===== config.mk =====
export PLATFORM = sky130hd
export DESIGN_NAME = sync_fifo
export DESIGN_NICKNAME = d
export VERILOG_FILES = /design/src/verilog/sync_fifo.sv
export SDC_FILE = /design/constraint.sdc
export NUM_CORES = 1
export LEC_CHECK = 0
export BUFFER_PORTS_ARGS = -buffer_cell sky130_fd_sc_hd__buf_2
export CAP_MARGIN = 20
export CORE_MARGIN = 2
export CORE_UTILIZATION = 55
export CTS_CLUSTER_DIAMETER = 100
export DETAILED_ROUTE_END_ITERATION = 12
export GPL_ROUTABILITY_DRIVEN = 0
export PLACE_DENSITY_LB_ADDON = 0.05
export SYNTH_ARGS = -nofsm -noshare
export SYNTH_HDL_FRONTEND = slang
export SYNTH_SLANG_ARGS = --single-unit
export TNS_END_PERCENT = 30

===== constraint.sdc =====
create_clock -name clk -period 2.93 [get_ports clk]
set_input_delay 0.1465 -clock clk [delete_from_list [all_inputs] [get_ports clk]]
set_output_delay 0.1465 -clock clk [all_outputs]
set_load 0.1 [all_outputs]

===== src/verilog/sync_fifo.sv =====
`timescale 1ns/1ps

module sync_fifo #(
    parameter type item_t = logic [7:0],
    parameter int  DEPTH  = 4
) (
    input  logic  clk,
    input  logic  rst_n,
    input  logic  push,
    input  item_t push_data,
    output logic  full,
    output logic  out_valid,
    input  logic  out_ready,
    output item_t out_data,
    output logic  overflow
);

    localparam int AW = (DEPTH > 1) ? $clog2(DEPTH) : 1;
    localparam int CW = $clog2(DEPTH + 1);

    item_t         mem [DEPTH];
    logic [AW-1:0] wr_ptr, rd_ptr;
    logic [CW-1:0] count;
    logic          do_push, do_pop;

    function automatic logic [AW-1:0] ptr_next(input logic [AW-1:0] p);
        return (p == AW'(DEPTH - 1)) ? '0 : p + 1'b1;
    endfunction

    assign full      = (count == CW'(DEPTH));
    assign out_valid = (count != '0);
    assign out_data  = mem[rd_ptr];  // head is visible the cycle after the push
    assign do_push   = push && !full;  // a push into a full buffer is lost
    assign do_pop    = out_valid && out_ready;

    always_ff @(posedge clk) begin
        if (do_push)
            mem[wr_ptr] <= push_data;
    end

    always_ff @(posedge clk) begin
        if (!rst_n) begin
            wr_ptr   <= '0;
            rd_ptr   <= '0;
            count    <= '0;
            overflow <= 1'b0;
        end else begin
            if (do_push)
                wr_ptr <= ptr_next(wr_ptr);
            if (do_pop)
                rd_ptr <= ptr_next(rd_ptr);
            if (do_push && !do_pop)
                count <= count + 1'b1;
            else if (do_pop && !do_push)
                count <= count - 1'b1;
            if (push && full)
                overflow <= 1'b1;  // sticky until reset
        end
    end

endmodule

==> results of run 1 <==
==> registers in the layout, summed over array words and instances (netlist names), named ones only <==
| signal | count |
|---|---|
| overflow | 1 |
| mem | 32 |
| count | 3 |
| rd_ptr | 2 |
| wr_ptr | 2 |
==> where the power goes <==
group          total (W)  internal, W  leakage, nW  switching, W
clock network   0.000340     0.000170       0.0437      0.000171
logic           0.000824     0.000202        0.283      0.000622
registers       0.000810     0.000731        0.375     0.0000785
total            0.00197      0.00110        0.703      0.000870
==> cell usage after synthesis (2+ instances only) <==
master    number
edfxtp_1      32
ha_1           6
o21ai_0        3
buf_2          2
nand2_1        6
mux4_2         8
dfxtp_1       10
nor2_1         2
inv_1          3
mux2i_1        3
nor2b_1        3
and2_1         5
or3_1          2
nand3_1        2
==> per-layer routing <==
layer / routed length (µm) / track usage (%) / up-vias
li1: - / - / 414
met1: 1000 / 20.5 / 404
met2: 1290 / 28.3 / 24
met3: 135 / 4.80 / 5
met4: 36 / 8.77 / 0
met5: 0 / 0 / -
==> worst paths after layout <==
kind / endpoint / startpoint / cells past startpoint
min: mem[2][1]$_DFFE_PP_ / push_data[1] / 1
max: count[2]$_SDFFE_PN0P_ / count[0]$_SDFFE_PN0P_ / 8
max reg2reg: count[2]$_SDFFE_PN0P_ / count[0]$_SDFFE_PN0P_ / 8
min reg2reg: wr_ptr[1]$_SDFFE_PN0P_ / wr_ptr[1]$_SDFFE_PN0P_ / 2
==> critical path, stage by stage (launching register included) <==
cell	delay (ns)
dfxtp_1	0.46
nor3b_2	0.09
nor2b_1	0.41
ha_1	0.27
inv_1	0.07
fa_1	0.37
xor2_1	0.15
or3_1	0.30
a21boi_0	0.16
==> cell type report <==
cell class                 instances  area (µm²)  share of cell area, %
tap                               31        38.8                   2.05
inverter                           3        11.3                  0.594
clock buffer                       8        80.1                   4.23
timing repair buffer              24         130                   6.87
sequential                        42        1160                   61.3
multi-input combinational         47         473                   25.0
==> cells by family (layout without fill, tap and decap cells) <==
| family | after synthesis | count (layout) | synth area share (%) |
|---|---|---|---|
| flops | 42 | 42 | 69.8 |
| mux | 11 | 11 | 12.6 |
| xor+xnor | 2 | 2 | 1.05 |
| simple gates | 21 | 21 | 6.92 |
| compound gates | 6 | 6 | 2.11 |
| buf+inv | 7 | 35 | 1.73 |
| fa+ha+maj | 7 | 7 | 5.72 |
==> stage by stage <==
stage	power [W]	area, µm²
finish	0.00197	1890
global route	0.00207	1890
CTS	0.00199	1870
detailed placement	0.00165	1790
global placement	0.00163	1790
floorplan	0.00153	1660
==> results.md, run 1 <==
* Largest area contributor in the netlist: edfxtp_1
* Setup Skew at 0.00548 ns
* Clock Path Buffers at 2
* CTS buffer count at 5
* Most common cell after layout, fill and taps aside: edfxtp_1
* DR DRC count at 2
* CTS Sinks at 42
* Worst hold-check path type: in -> reg
* YS warnings at 0
* Via density at 5.46
* EDFF count, synth at 32
* # Post-CTS Setup Buffers at 0
* Min cycle time layout at 2.35 ns
* Post-route ant nets at 0
* Sequential fraction of the synthesis area at 69.8%
* Crit Path Max Fanout at 7
* Clk root buf: clkbuf_4
* Initial drt markers at 17
* Slew headroom at 62.4%
* Die Y at a little under 60 µm
* Placed instance count at between 100 and 150
* Largest net degree at the start of global routing at 14
* Total Wirelength at 2470 µm
* DR pass1 iterations at 8
* Failing checks: design-rule violations
* Core Rows at 19
* Final number of hold-violating endpoints at 0
* Ys async rst share at 0%
* Clock slew at reported path FFs at 0.11 ns
* Worst-Skew Late Latency at 0.34 ns
* Clock H-tree levels at 2
* First-pass GRT wire length at around 4100 µm
* Initial Utilization at slightly below 60%
* Final Worst Setup Slack at ~0.58 ns
* Pwr dens at ~1000 nW/µm²
* Kind of critical path: reg -> reg
* Number of max-cap violations at 0
* Final Util at 67.5%
* CTS tree: built
* Top-Level Pins at 23
* Layout cells sized above 1 at 30.6%
* Critical Path End Type: flip-flop
* Total congestion overflow at 0
* Fin crit share at 80.2%
* Core footprint at 2810 µm²
* Synth Net Count at 115
* Reg-to-reg slack, setup at around 0.58 ns
* Leakage power at 0.703 nW
* Post-place setup slack at 0.571 ns
* Final setup viols at 0
* Worst slew pin tran at 0.559 ns
* Number of hold buffers added after CTS at 0
* Layout area overhead at 13.9%
* Fill count at 200
* CP required at 3.20 ns
* Dominant synthesized flop cell: edfxtp_1
* N_diodes at 0
* F_max at 425 MHz
* Crit path DAT at 2.62 ns
* Cell variety after synth at 23
* Initial antenna violation count at 0
* Post-CTS Resized at 0
* Vias in the first global route at between 800 and 900
* Vias at 847
* Setup TNS after final layout at 0 ns
* Port-buffer cells at 22
* Commonest non-fill, non-tap cells in the layout: edfxtp_1 (32), buf_2 (22), dfxtp_1 (10), mux4_2 (8)
* Worst IR Drop VDD at between 700 and 800 µV
* Post-synthesis cell count at 96
* Synth area leaders: edfxtp_1 (58%), dfxtp_1 (12%), mux4_2 (11%)
* DR WL/cell at 15.9 µm
* Die Wd at just under 60 µm
* Post-Syn Area at 1660 µm²
* Synthesized area per cell at 17.3 µm²
* Outcome: complete, but fails checks
* GRT Util Overall at 17.1%
* Max-slew violations at 0
* Synth Register Bits at 42
* Type of origin of the critical path: flip-flop
* Nets at 142
* WHS at 0.0207 ns
* RSZ-0062 raised after global routing: no
* Synth top area share at 57.8%
* Die footprint at 3480 µm²
* Fin cells at 155
No activity file was read; power rests on OpenSTA's default activity.
==> inputs of run 2 (changes only) <==
- ABC_AREA: unset -> 1
- CORE_UTILIZATION: 55 -> 50
- clock period: 2.93 -> 2 ns (I/O delays scaled with it)
==> results.md, run 2 <==
* Max reg flops at 32 (unchanged)
* Commonest non-fill, non-tap cells in the layout: edfxtp_1 (32), nor2_1 (31), inv_1 (17), buf_2 (17), o21ai_0 (14)
* CP required at 1.90 ns (-1.30 ns)
* Worst hold-check path type: in -> reg
* Post-Syn Area at 1730 µm² (+3.9%)
* First-pass GRT wire length at 4790 µm (+16%)
* Largest net degree at the start of global routing at 18 (+4)
* Biggest regs: mem (32), count (3)
* Post-synthesis cell count at 150 (+56%)
* Core Rows at 21 (+2)
* Synth Area in Simple Gates at 12.0% (+5.1 points)
* Worst slew pin tran at 0.486 ns (-0.0735 ns)
* N_diodes at 0 (unchanged)
* Ys async rst share at 0% (unchanged)
* Final number of hold-violating endpoints at 0 (unchanged)
* Top-Level Pins at 23 (unchanged)
* Final Util at 62.7% (-4.8 points)
* Combinational family with the most area after synthesis: simple AND/OR/NAND/NOR gates
* Cell variety after synth at 19 (-17%)
* Largest area contributor in the netlist: edfxtp_1
* Clk root buf: clkbuf_4
* Synth Net Count at 169 (+47%)
* Clock Path Buffers at 2 (unchanged)
* Crit path DAT at 1.80 ns (-0.82 ns)
* Crit Path Max Fanout at 9 (+2)
* DP Wirelength at approximately 2000 µm
* DR DRC count at 0 (-2)
* Die footprint at 3940 µm² (+13%)
* Dominant synthesized flop cell: edfxtp_1
* Kind of critical path: reg -> out
* Number of max-cap violations at 0 (unchanged)
* Initial drt markers at 50 (+33)
* Port-buffer cells at 22 (unchanged)
* Total Wirelength at 3090 µm (+25%)
* Most common cell after layout, fill and taps aside: edfxtp_1
* CTS buffer count at 5 (unchanged)
* Initial antenna violation count at 0 (unchanged)
* Die Wd at 62.8 µm (+6.4%)
* Synth area leaders: edfxtp_1 (56%), dfxtp_1 (12%), nor2_1 (7.0%)
* Slew headroom at 67.8% (+5.4 points)
* Vias in the first global route at 1094 (+24%)
* Type of origin of the critical path: flip-flop
* CTS Sinks at 42 (unchanged)
* Xor/xnor share of the synthesized area at 0% (-1.1 points)
* GRT Util Overall at 16.7% (-0.39 points)
* F_max at 528 MHz
* Initial Utilization at 51.8% (-7.5 points)
* Nets at 211 (+49%)
* Post-route ant nets at 0 (unchanged)
* Min cycle time layout at between 1.5 and 2 ns
* Total congestion overflow at 0 (unchanged)
* Critical Path End Type: output pin
* Post-synthesis mux area share at 0% (-13 points)
* Outcome: complete, no violations
* Vias at 1162 (+37%)
* EDFF count, synth at 32 (unchanged)
* Synth Register Bits at 42 (unchanged)
* Setup TNS after final layout at 0 ns (unchanged)
* Max-slew violations at 0 (unchanged)
* Synth cell count leaders: edfxtp_1 (32), nor2_1 (32), inv_1 (17), o21ai_0 (14), nand2_1 (13)
* Final setup viols at 0 (unchanged)
* YS warnings at 0 (unchanged)
* DR pass1 iterations at 4 (-4)
* Fin crit share at 94.8%
* Worst-Skew Late Latency at 0.35 ns (about the same)
* Via density at 4.86 (-11%)
* Adder-cell area share of the yosys netlist at 5.50% (-0.22 points)
* Clock slew at reported path FFs at 0.12 ns (about the same)
* WHS at 0.0331 ns (+0.0123 ns)
* Die Y at 62.8 µm (+6.4%)
* Fill count at 286 (+43%)
* Layout cells sized above 1 at 23.8% (-6.8 points)
* Most flops, register: mem
* Synth top area share at 55.6% (-2.2 points)
* Core footprint at 3340 µm² (+19%)
* DR WL/cell at 12.9 µm (-19%)
* Sequential fraction of the synthesis area at 67.2% (-2.6 points)
* Setup Skew at 0.00665 ns (+0.00117 ns)
* CTS tree: built
* Clock H-tree levels at 2 (unchanged)
* Layout area overhead at 21.1%
* Synthesized area per cell at 11.5 µm² (-33%)
* Synth Area in Compound Gates at 10.1% (+8.0 points)
* RSZ-0062 raised after global routing: no
==> run 2: cell count changes after synthesis, moves of 5 or more <==
cell	change
and2_1	-5
inv_1	+14
mux4_2	-8
nand2_1	+7
nor2_1	+30
o21ai_0	+11
o22ai_1	+8
==> run 2: per-layer routing <==
metal,up-vias,part of all wire [%],track usage (%)
li1,598,-,-
met1,535,42,19.3
met2,24,52,29.2
met3,5,3.6,4.86
met4,0,1.7,6.67
met5,-,0,0
==> run 2: stage by stage <==
| step | cell area, µm² | setup WS (ns) | cells |
|---|---|---|---|
| global placement | 1920 | 0.188 | 221 |
| floorplan | 1740 | -0.201 | 150 |
| global route | 2090 | 0.00892 | 239 |
| CTS | 2060 | 0.00925 | 237 |
| detailed placement | 1920 | 0.131 | 221 |
| finish | 2090 | 0.105 | 239 |
==> run 2: area by class of cell <==
type	count	area [µm²]	share of cell area [%]
flip-flops and latches	42	1160	55.5
inverters	18	67.6	3.23
clock inverters	2	12.5	0.598
repair buffers	37	255	12.2
clock buffers	6	51.3	2.45
multi-input cells	88	488	23.3
well taps	46	57.6	2.75
==> run 2: worst paths after layout <==
path         slack [ns]  cells after the start                     to                  start
max                0.10                      4            out_data[2]              flip-flop
min                0.03                      3  overflow$_SDFFE_PN0P_                   push
max reg2reg        0.20                     12  count[2]$_SDFFE_PN0P_  count[1]$_SDFFE_PN0P_
min reg2reg        0.46                      2  overflow$_SDFFE_PN0P_  overflow$_SDFFE_PN0P_
==> run 2: worst max-delay path, stage by stage (launching register included) <==
cell,delay (ns)
dfxtp_1,0.45
inv_1,0.29
o21ai_0,0.14
o22ai_1,0.19
clkbuf_4,0.38
==> run 2: cell families after synthesis <==
group           after synthesis
compound gates               30
buf+inv                      20
flops                        42
simple gates                 51
fa+ha+maj                     7
==> run 2: what timing repair did <==
item                                    CTS  global route
gates resized for setup                   0             6
hold endpoints to repair                 32             0
hold buffers                              8             0
buffers inserted                          0             2
endpoints found under the setup margin    0             7
Power of run 2 is left out: the tool's default activity adds up to more than one toggle a clock period on the data nets, which glitch-free logic cannot reach.
