### config.mk
export PLATFORM = sky130hd
export DESIGN_NAME = result_port
export DESIGN_NICKNAME = d
export VERILOG_FILES = /design/src/verilog/doa_stream_pkg.sv /design/src/verilog/doa_result_pkg.sv /design/src/verilog/result_port.sv
export VERILOG_INCLUDE_DIRS = /design/src /design/src/verilog
export SDC_FILE = /design/constraint.sdc
export NUM_CORES = 1
export LEC_CHECK = 0
export ABC_AREA = 1
export BUFFER_PORTS_ARGS = -buffer_cell sky130_fd_sc_hd__clkbuf_2
export CORE_AREA = 2 2 203 205
export DETAILED_ROUTE_END_ITERATION = 10
export DIE_AREA = 0 0 205 207
export SYNTH_ARGS = -nofsm -noshare
export SYNTH_HDL_FRONTEND = slang
export SYNTH_SLANG_ARGS = --single-unit
### constraint.sdc
create_clock -name clk -period 9.6 [get_ports clk]
set_input_delay 1.92 -clock clk [delete_from_list [all_inputs] [get_ports clk]]
set_output_delay 1.92 -clock clk [all_outputs]
set_load 0.03 [all_outputs]
### src/verilog/doa_consts.svh
`ifndef DOA_CONSTS_SVH
`define DOA_CONSTS_SVH

// input stream
`define DOA_DIN_WIDTH    16  // signed, per re/im component
`define DOA_LANES        4   // channels per clock
`define DOA_VECTOR_LEN   64  // channels per frame
`define DOA_BANDS        4   // bands per frame

// valid cycles that make up one band
`define DOA_BAND_CYCLES  (`DOA_VECTOR_LEN / `DOA_LANES / `DOA_BANDS)

// correlation sums, signed
`define DOA_ACC_WIDTH    40

// eigen solver datapath
`define DOA_RAD_WIDTH    82  // radicand, twice the root width
`define DOA_ROOT_WIDTH   41
`define DOA_OUT_WIDTH    42  // signed result fields

// buffering
`define DOA_SUM_DEPTH    8   // band sums waiting for the solver
`define DOA_RES_DEPTH    4   // results waiting for the host

`endif

### src/verilog/doa_stream_pkg.sv
`include "doa_consts.svh"

package doa_stream_pkg;

    // one complex FFT channel
    typedef struct packed {
        logic signed [`DOA_DIN_WIDTH-1:0] re;
        logic signed [`DOA_DIN_WIDTH-1:0] im;
    } cplx_t;

    // all lanes of one antenna in one clock, lane 0 in the low bits
    typedef cplx_t [`DOA_LANES-1:0] lane_vec_t;

    typedef logic [$clog2(`DOA_BANDS)-1:0] band_idx_t;

endpackage

### src/verilog/doa_result_pkg.sv
`include "doa_consts.svh"

package doa_result_pkg;

    import doa_stream_pkg::band_idx_t;

    // correlation terms of one band
    typedef struct packed {
        logic signed [`DOA_ACC_WIDTH-1:0] r11;     // sum |x1|^2
        logic signed [`DOA_ACC_WIDTH-1:0] r22;     // sum |x2|^2
        logic signed [`DOA_ACC_WIDTH-1:0] r12_re;  // sum x1 * conj(x2)
        logic signed [`DOA_ACC_WIDTH-1:0] r12_im;
        band_idx_t                        band;
    } corr_sums_t;

    // eigen decomposition of one band, vectors left unnormalised
    typedef struct packed {
        logic signed [`DOA_OUT_WIDTH-1:0] lamb1;
        logic signed [`DOA_OUT_WIDTH-1:0] lamb2;
        logic signed [`DOA_OUT_WIDTH-1:0] eigen1_y;    // lamb1 - r11
        logic signed [`DOA_OUT_WIDTH-1:0] eigen2_y;    // lamb2 - r11
        logic signed [`DOA_OUT_WIDTH-1:0] eigen_x_re;  // r12
        logic signed [`DOA_OUT_WIDTH-1:0] eigen_x_im;
        logic                             error;       // r12 == 0, degenerate
        band_idx_t                        band;
    } eigen_result_t;

endpackage

### src/verilog/result_port.sv
`timescale 1ns/1ps

module result_port
    import doa_result_pkg::*;
(
    input  logic          clk,
    input  logic          rst_n,
    input  logic          in_valid,
    output logic          in_ready,
    input  eigen_result_t in_data,
    output logic          out_req,
    input  logic          out_ack,
    output eigen_result_t out_data
);

    typedef enum logic [1:0] {
        P_IDLE,     // waiting for an entry, ack low
        P_REQ,      // req high, data held
        P_RELEASE   // req dropped, waiting for ack to fall
    } phase_t;

    phase_t phase;

    assign in_ready = (phase == P_IDLE) && !out_ack;

    always_ff @(posedge clk) begin
        if (!rst_n) begin
            phase   <= P_IDLE;
            out_req <= 1'b0;
        end else begin
            case (phase)
                P_IDLE: begin
                    if (in_valid && in_ready) begin
                        phase   <= P_REQ;
                        out_req <= 1'b1;
                    end
                end
                P_REQ: begin
                    if (out_ack) begin
                        phase   <= P_RELEASE;
                        out_req <= 1'b0;
                    end
                end
                P_RELEASE: if (!out_ack) phase <= P_IDLE;
                default: phase <= P_IDLE;
            endcase
        end
    end

    // holding register, stable for the whole req phase
    always_ff @(posedge clk) begin
        if (in_valid && in_ready)
            out_data <= in_data;
    end

endmodule

==> metrics.cfg, run 1 <==
[synth]
yosysTopAreaCellShare_pct = 98.3
yosys_register_bits = 258
ys_warn_count = 0
synthArstFlopShare_pct = 0
ys.flop_type = edfxtp_1
synth_nets = 532
synth.avg_cell_area_um2 = 28.5
synth_edf_count = 255
post-synth-top-count-cell = edfxtp_1
netlist_area_um2 = 7790
syn_inst = 273
ys_types = 10
synth_common_cells = edfxtp_1, inv_1, dfxtp_1, nand2_1
yosys.area.top_type = edfxtp_1
yosys-top-cells-area = edfxtp_1, dfxtp_1, inv_1, nand2_1, nand3_1
seq_area_frac_synth_pct = 99.0

[clocking]
clkTransAtPathRegs_ps = 60
root_buffer = clkbuf_16
cts.path.max_buffers = 3
htreeDepth = 1
cts_tree = yes
numCtsBuffers = 29
cts_sinks = 258
post_cts_buffers = 0
cts-hold-fix-buffers = 0
ctsResizeCount = 0
clk_latency_ps = 550

[setup_path]
reg2reg_to = out_data[19]
reg2regPathDepth = 4
critical_path_arrival_ps = 2380
path_class = in -> out
worstPathMaxFanout = 3
r2r_start = phase[1]
end_kind = primary output
r2r_slack_ps = 7210
required_ps = 7680
start_kind = input pin

[die]
pin_count = 516
core_um2 = 40400
initial_core_util_pct = 19.3
die-area_um2 = 42400
rows = 74
fp.dieW_um = 205
die_h_um = 207

[route]
firstDrtPassIters = 4
vias_per_cell = 3.56
wl_per_cell_um = 16.9
detail-route-antenna-nets = 0
drt_iter0_drc = 211
routed_wl_um = 23300
drc_errors = 0
vias = 4885

[sta]
drv_slew = 0
rsz0062_at_grt = false
worstMarginPinSlew_ps = 914
period_needed_ps = 4300
finalSetupViolCount = 0
final.period_utilization_pct = 44.8
setup_tns_ps = 0
finalHoldViolCount = 0
fmax_mhz = 233
final.setup_skew_ps = 10.4
relSlewSlack_pct = 39.1
layout_setup_ws_ps = 5300

[flow_run]
maxCapViolCount = 0

[layout]
antenna_cells = 0
nets = 1079
drive_gt1_share_pct = 66.6
syn2layout_area_growth_pct = 53.5
postLayoutCoreUtil_pct = 29.6
finalNonFillerCells = 1374

[global_routing]
grt_pass1_vias = 5163
grt_usage_pct = 10.4
grt_max_degree = 134
antenna_found_initial = 3
grt_overflow = 0
grt_pass1_wl_um = 32400

[min_path]
hold_path_end = out_req
worstHoldStart = out_req
min_path_type = reg -> reg
min_path_cells = 2

[placement]
io_buffer_count = 515
gp_congestion = 0.767
dp_hpwl_um = 17900
pre_cts_slack_ps = 5310
dp.cells = 1321

[power]
pwr_density_cell_nw_per_um2 = 217
leakagePower_nw = 5.02
ir_worst_vdd_uv = 129

[status]
status = completed

## flip-flops by register name, indices dropped and copies added (netlist names)
name and cells:
out_data 255, phase 2, out_req 1
## critical path, cell delays in order
cell and delay, ps:
clkbuf_2 100, nor3_1 130, clkbuf_2 230
## how the worst max path moves through the flow
stage               startpoint          end  cells after the start
floorplan              out_ack  out_data[0]                      3
global placement       out_ack     in_ready                      3
detailed placement     out_ack     in_ready                      3
CTS                    out_ack     in_ready                      3
global route           out_ack     in_ready                      3
finish                 out_ack     in_ready                      3
## where the power goes
group	internal, mW	leakage, nW	total [mW]	switching, mW
Sequential	1.30	2.40	1.32	0.0148
Combinational	0.0680	2.18	0.229	0.161
Clock	0.607	0.431	1.05	0.442
## cell families after synthesis
group,after synthesis,share of synthesized area (%)
AOI/OAI and AO/OA,2,0.177
buffers and inverters,4,0.193
DFF,258,99.0
and+or+nand+nor,9,0.610
## placed cells by master (no fill, tap or decap), types with 2 or more instances in the layout
cell / instances
clkbuf_2: 515
edfxtp_1: 255
clkbuf_16: 29
clkinv_1: 7
clkbuf_1: 5
clkinv_2: 4
inv_1: 3
nand2_1: 3
clkinvlp_4: 3
dfxtp_1: 3
nor3_1: 2
nand3_1: 2
bufinv_16: 2
clkinv_4: 2
## through the flow
stage          cell area [um2]  hold slack, ps  total power, mW
6_report                 12000             493             2.59
3_5_place_dp             11100             494             1.57
2_1_floorplan             7790             508             1.47
4_1_cts                  12000             502             2.65
5_1_grt                  12000             508             2.70
3_3_place_gp             11100             481             1.57
## metal layers
layer	vias up	track usage, %	part of all wire (%)	wire, um
met5	-	0	0.17	39
met4	6	3.57	2.4	548
met3	41	4.59	12	2760
met2	313	18.7	52	12100
met1	2324	10.5	34	7860
li1	2201	-	-	-
## final cells by class
| type | count | area, um2 |
|---|---|---|
| well taps | 532 | 666 |
| repair buffers | 516 | 2600 |
| fillers | 4128 | 28400 |
| multi-input cells | 11 | 61.3 |
| clock inverters | 19 | 155 |
| inverters | 4 | 22.5 |
| flip-flops and latches | 258 | 7720 |
| clock buffers | 34 | 744 |
(Power assumes the default switching activity.)
==> run 2: changes to the inputs <==
--- a/config.mk
+++ b/config.mk
@@ -6,7 +6,7 @@
 export SDC_FILE = /design/constraint.sdc
 export NUM_CORES = 1
 export LEC_CHECK = 0
-export ABC_AREA = 1
+export ABC_AREA = 0
 export BUFFER_PORTS_ARGS = -buffer_cell sky130_fd_sc_hd__clkbuf_2
 export CORE_AREA = 2 2 203 205
 export DETAILED_ROUTE_END_ITERATION = 10
==> constraint.sdc (replaced) <==
create_clock -name clk -period 4 [get_ports clk]
set_input_delay 0.8 -clock clk [delete_from_list [all_inputs] [get_ports clk]]
set_output_delay 0.8 -clock clk [all_outputs]
set_load 0.03 [all_outputs]
==> run 2 against run 1 <==
  * Power grew 140%
  * Final cell count up 0.15%
  * Sequential share of layout area is 0.59 points lower
  * Via count grew 0.53%
  * Critical path type is now reg -> out
==> metrics.cfg, run 2 <==
[die]
die_h_um = 207
pin_count = 516
fp.dieW_um = 205
initial_core_util_pct = 19.3
die-area_um2 = 42400
rows = 74
core_um2 = 40400

[global_routing]
grt_overflow = 0
grt_util_met3_pct = 4.30
grtUsageMet2_pct = 17.3
busiest_layer = met2
grt_max_degree = 86
grt_usage_pct = 9.76
gr-usage-met1_pct = 10.2
antenna_found_initial = 3
grt_pass1_vias = 5200
grt_pass1_wl_um = 31100

[sta]
relSlewSlack_pct = 67.5
final.period_utilization_pct = 54.6
final.setup_skew_ps = 10.1
finalSetupViolCount = 0
finalHoldViolCount = 0
period_needed_ps = 2180
rsz0062_at_grt = false
drv_slew = 0
setup_tns_ps = 0
fmax_mhz = 458
worstMarginPinSlew_ps = 487

[placement]
io_buffer_count = 515
gp_congestion = 0.806
dp.cells = 1325
dp_hpwl_um = 17900

[clocking]
numCtsBuffers = 28
root_buffer = clkbuf_16
post_cts_buffers = 0
cts-hold-fix-buffers = 0
cts_sinks = 258
cts.path.max_buffers = 3
cts_tree = yes
clkTransAtPathRegs_ps = 60
htreeDepth = 1
ctsResizeCount = 0
clk_latency_ps = 540

[layout]
largest_reg_flops = 255
top_register = out_data
antenna_cells = 0
reg.largest.list = out_data: 255 flops, phase: 2 flops, out_req: 1 flops
syn2layout_area_growth_pct = 54.9
nets = 1082
layout_common_cells = clkbuf_2, edfxtp_1, clkbuf_16
finalNonFillerCells = 1376
postLayoutCoreUtil_pct = 29.9
final_common_cell = clkbuf_2
drive_gt1_share_pct = 67.2

[route]
drt_iter0_drc = 236
wl_per_cell_um = 16.2
drc_errors = 0
firstDrtPassIters = 4
detail-route-antenna-nets = 0
routed_wl_um = 22300
vias_per_cell = 3.57
vias = 4911

[synth]
yosys-top-cells-area = edfxtp_1, dfxtp_1, o2111a_1, nor3_2, nor4b_1
post-synth-top-count-cell = edfxtp_1
ys_warn_count = 0
syn_inst = 268
synthArstFlopShare_pct = 0
netlist_area_um2 = 7790
ys_types = 12
yosys_register_bits = 258
synth.avg_cell_area_um2 = 29.1
yosysTopAreaCellShare_pct = 98.3
ys.flop_type = edfxtp_1
synth_nets = 527
seq_area_frac_synth_pct = 99.0
synth_edf_count = 255
synth_common_cells = edfxtp_1, dfxtp_1
yosys.area.top_type = edfxtp_1

[setup_path]
path_class = reg -> out
required_ps = 3200
r2r_start = phase[1]
start_kind = register
cp_cell_sequence = nor3_2 -> clkbuf_2
crit_family = flip-flops
worstPathMaxFanout = 5
critPathBufInv = 1
critical_path_arrival_ps = 1380
slowest_stage = dfxtp_1
max_stage_delay_ps = 350
cp-startpoint = phase[1]
end_kind = primary output

[status]
status = completed

[flow_run]
maxCapViolCount = 0

[min_path]
worstHoldStart = in_data[12]
min_path_type = in -> reg

[power]
ir_worst_vdd_uv = 344
pwr_density_cell_nw_per_um2 = 518
leakagePower_nw = 5.09

==> run 2: cell types whose count changed after synthesis, moves of 2 or more <==
cell     change
nand2_1      -3
inv_1        -4
nor3_1       -2
nand3_1      -2
==> run 2: area by class of cell <==
| type | count | area [um2] |
|---|---|---|
| Clock inverter | 17 | 178 |
| Fill cell | 4053 | 28300 |
| Timing Repair Buffer | 525 | 2690 |
| Clock buffer | 34 | 744 |
| Tap cell | 532 | 666 |
| Sequential cell | 258 | 7720 |
| Multi-Input combinational cell | 10 | 78.8 |
==> run 2: logic make-up (layout without fill, tap and decap cells) <==
logic type | after synthesis | after routing | share of synthesized area [%]
flops | 258 | 258 | 99.0
simple gates | 8 | 8 | 0.723
compound gates | 1 | 1 | 0.144
xor+xnor | 1 | 1 | 0.112
buf+inv | 0 | 576 | 0
==> run 2: layer usage <==
metal  part of all wire [%]  wire length, um
met5                   0.10               23
met4                    2.3              523
met3                     13             2900
met2                     49            10900
met1                     36             7960
==> run 2: worst paths after layout <==
check,to,slack (ps),cells past startpoint
hold / removal,out_data[12],430,1
hold reg to reg,phase[0],530,1
setup / recovery,in_ready,1820,2
setup reg to reg,out_data[135],2060,3
==> run 2: power by group <==
part	switching (mW)	total, mW	internal, mW
logic	0.372	0.544	0.171
clock network	0.990	2.56	1.57
registers	0.0347	3.15	3.12
==> run 2: metrics by stage <==
stage	instance area [um2]	hold WS [ps]	power [mW]	setup WS [ps]
final	12100	433	6.26	1820
after global routing	12100	399	6.50	1740
after CTS	12100	396	6.36	1770
after detailed placement	11200	529	3.76	1540
after global placement	11200	509	3.75	1560
after floorplan	7800	492	3.49	432
==> run 3: changes to the inputs <==
==> constraint.sdc (replaced) <==
create_clock -name clk -period 1.8 [get_ports clk]
set_input_delay 0.36 -clock clk [delete_from_list [all_inputs] [get_ports clk]]
set_output_delay 0.36 -clock clk [all_outputs]
set_load 0.03 [all_outputs]
==> run 3 against run 2 <==
  * Setup slack worse by 1700 ps
  * Final cell count grew 18%
  * Clock power is 88% higher
  * Wire length increased by 20%
  * Critical endpoint unchanged
  * Clock-buffer cell count decreased by 2
  * Die area unchanged
  * Clock skew grew 1.4 ps
==> metrics.cfg, run 3 (synthesis gave the netlist of run 2 again) <==
[status]
status = completed

[sta]
final.period_utilization_pct = 93.9
worstMarginPinSlew_ps = 271
relSlewSlack_pct = 82.0
finalSetupViolCount = 0
drv_slew = 0
whs_ps = 30.8
final.setup_skew_ps = 11.4
fmax_mhz = 592
finalHoldViolCount = 0
rsz0062_at_grt = false
period_needed_ps = 1690
setup_tns_ps = 0

[route]
drc_errors = 0
routed_wl_um = 26800
wl_per_cell_um = 16.5
drt_iter0_drc = 244
vias = 5978
firstDrtPassIters = 4
vias_per_cell = 3.67
detail-route-antenna-nets = 0

[clocking]
ctsResizeCount = 0
numCtsBuffers = 27
root_buffer = clkbuf_16
htreeDepth = 1
cts_tree = yes
post_cts_buffers = 0
cts_sinks = 258
cts.path.max_buffers = 3
clkTransAtPathRegs_ps = 60
clk_latency_ps = 540

[layout]
reg.largest.list = out_data: 255 flops, phase: 2 flops, out_req: 1 flops
layout_common_cells = clkbuf_2, edfxtp_1, dlygate4sd3_1
postLayoutCoreUtil_pct = 35.9
top_register = out_data
nets = 1339
finalNonFillerCells = 1627
drive_gt1_share_pct = 53.0
largest_reg_flops = 255
final_common_cell = clkbuf_2
syn2layout_area_growth_pct = 85.7

[power]
power_mw = 13.5
ir_worst_vdd_uv = 604
leakagePower_nw = 6.11
pwr_density_cell_nw_per_um2 = 936

[die]
core_um2 = 40400
fp.dieW_um = 205
die_h_um = 207
pin_count = 516
die-area_um2 = 42400
rows = 74
initial_core_util_pct = 19.3

[placement]
io_buffer_count = 515
dp_hpwl_um = 18500
dp.cells = 1347
gp_congestion = 0.786

[setup_path]
path_class = reg -> out
slowest_stage = dfxtp_1
critical_path_arrival_ps = 1330
required_ps = 1440
end_kind = primary output
max_stage_delay_ps = 370
start_kind = register
critPathBufInv = 1
crit_family = flip-flops
worstPathMaxFanout = 5
cp_cell_sequence = nor3_4 -> clkbuf_2

[global_routing]
grt_pass1_wl_um = 38000
grt_overflow = 0
grt_usage_pct = 11.8
antenna_found_initial = 1
grt_max_degree = 29
grt_pass1_vias = 6588

[min_path]
min_path_type = in -> reg

[flow_run]
maxCapViolCount = 0

run 3: layout make-up:
| class | instances | area [um2] |
|---|---|---|
| multi-input combinational | 10 | 85.1 |
| clock inverter | 11 | 52.6 |
| timing repair buffer | 783 | 5260 |
| tap | 532 | 666 |
| antenna | 1 | 2.50 |
| sequential | 258 | 7720 |
| clock buffer | 32 | 694 |
| fill | 3778 | 25900 |
run 3: timing repair:
action | in CTS | in global routing
hold buffers | 233 | 3
setup endpoints to repair | 0 | 0
hold endpoints to repair | 233 | 3
run 3: report_power, final:
group | internal (mW) | total (mW) | switching [mW]
logic | 0.761 | 1.72 | 0.958
clock network | 2.71 | 4.81 | 2.10
registers | 6.93 | 7.02 | 0.0874
total | 10.4 | 13.5 | 3.15
run 3: final timing paths:
path	cells after the start	end	start	slack [ps]
min reg2reg	1	phase[0]	phase[1]	580
max	2	in_ready	phase[0]	110
max reg2reg	4	out_data[147]	phase[0]	290
min	1	out_data[66]	in_data[66]	30
run 3: metrics by stage:
step | area, um2 | worst slack, ps
4_1_cts | 14400 | 59.1
5_1_grt | 14500 | 32.2
2_1_floorplan | 7800 | -1230
6_report | 14500 | 110
3_3_place_gp | 11400 | 143
3_5_place_dp | 11400 | 143
run 3: routing by layer:
layer  wire length (um)  part of all wire [%]  track usage [%]  vias up
li1                   -                     -                -     2719
met4                884                   3.3             4.24        0
met2              13500                    50             21.5      374
met3               2860                    11             4.63       43
met5                  0                     0                0        -
met1               9600                    36             12.2     2842
run 3: worst reg2reg max path, cell delays in order, from the launching register on:
cell and delay [ps]:
dfxtp_1 370, nor3_4 190, and2_4 200, buf_12 200
buf_12 240
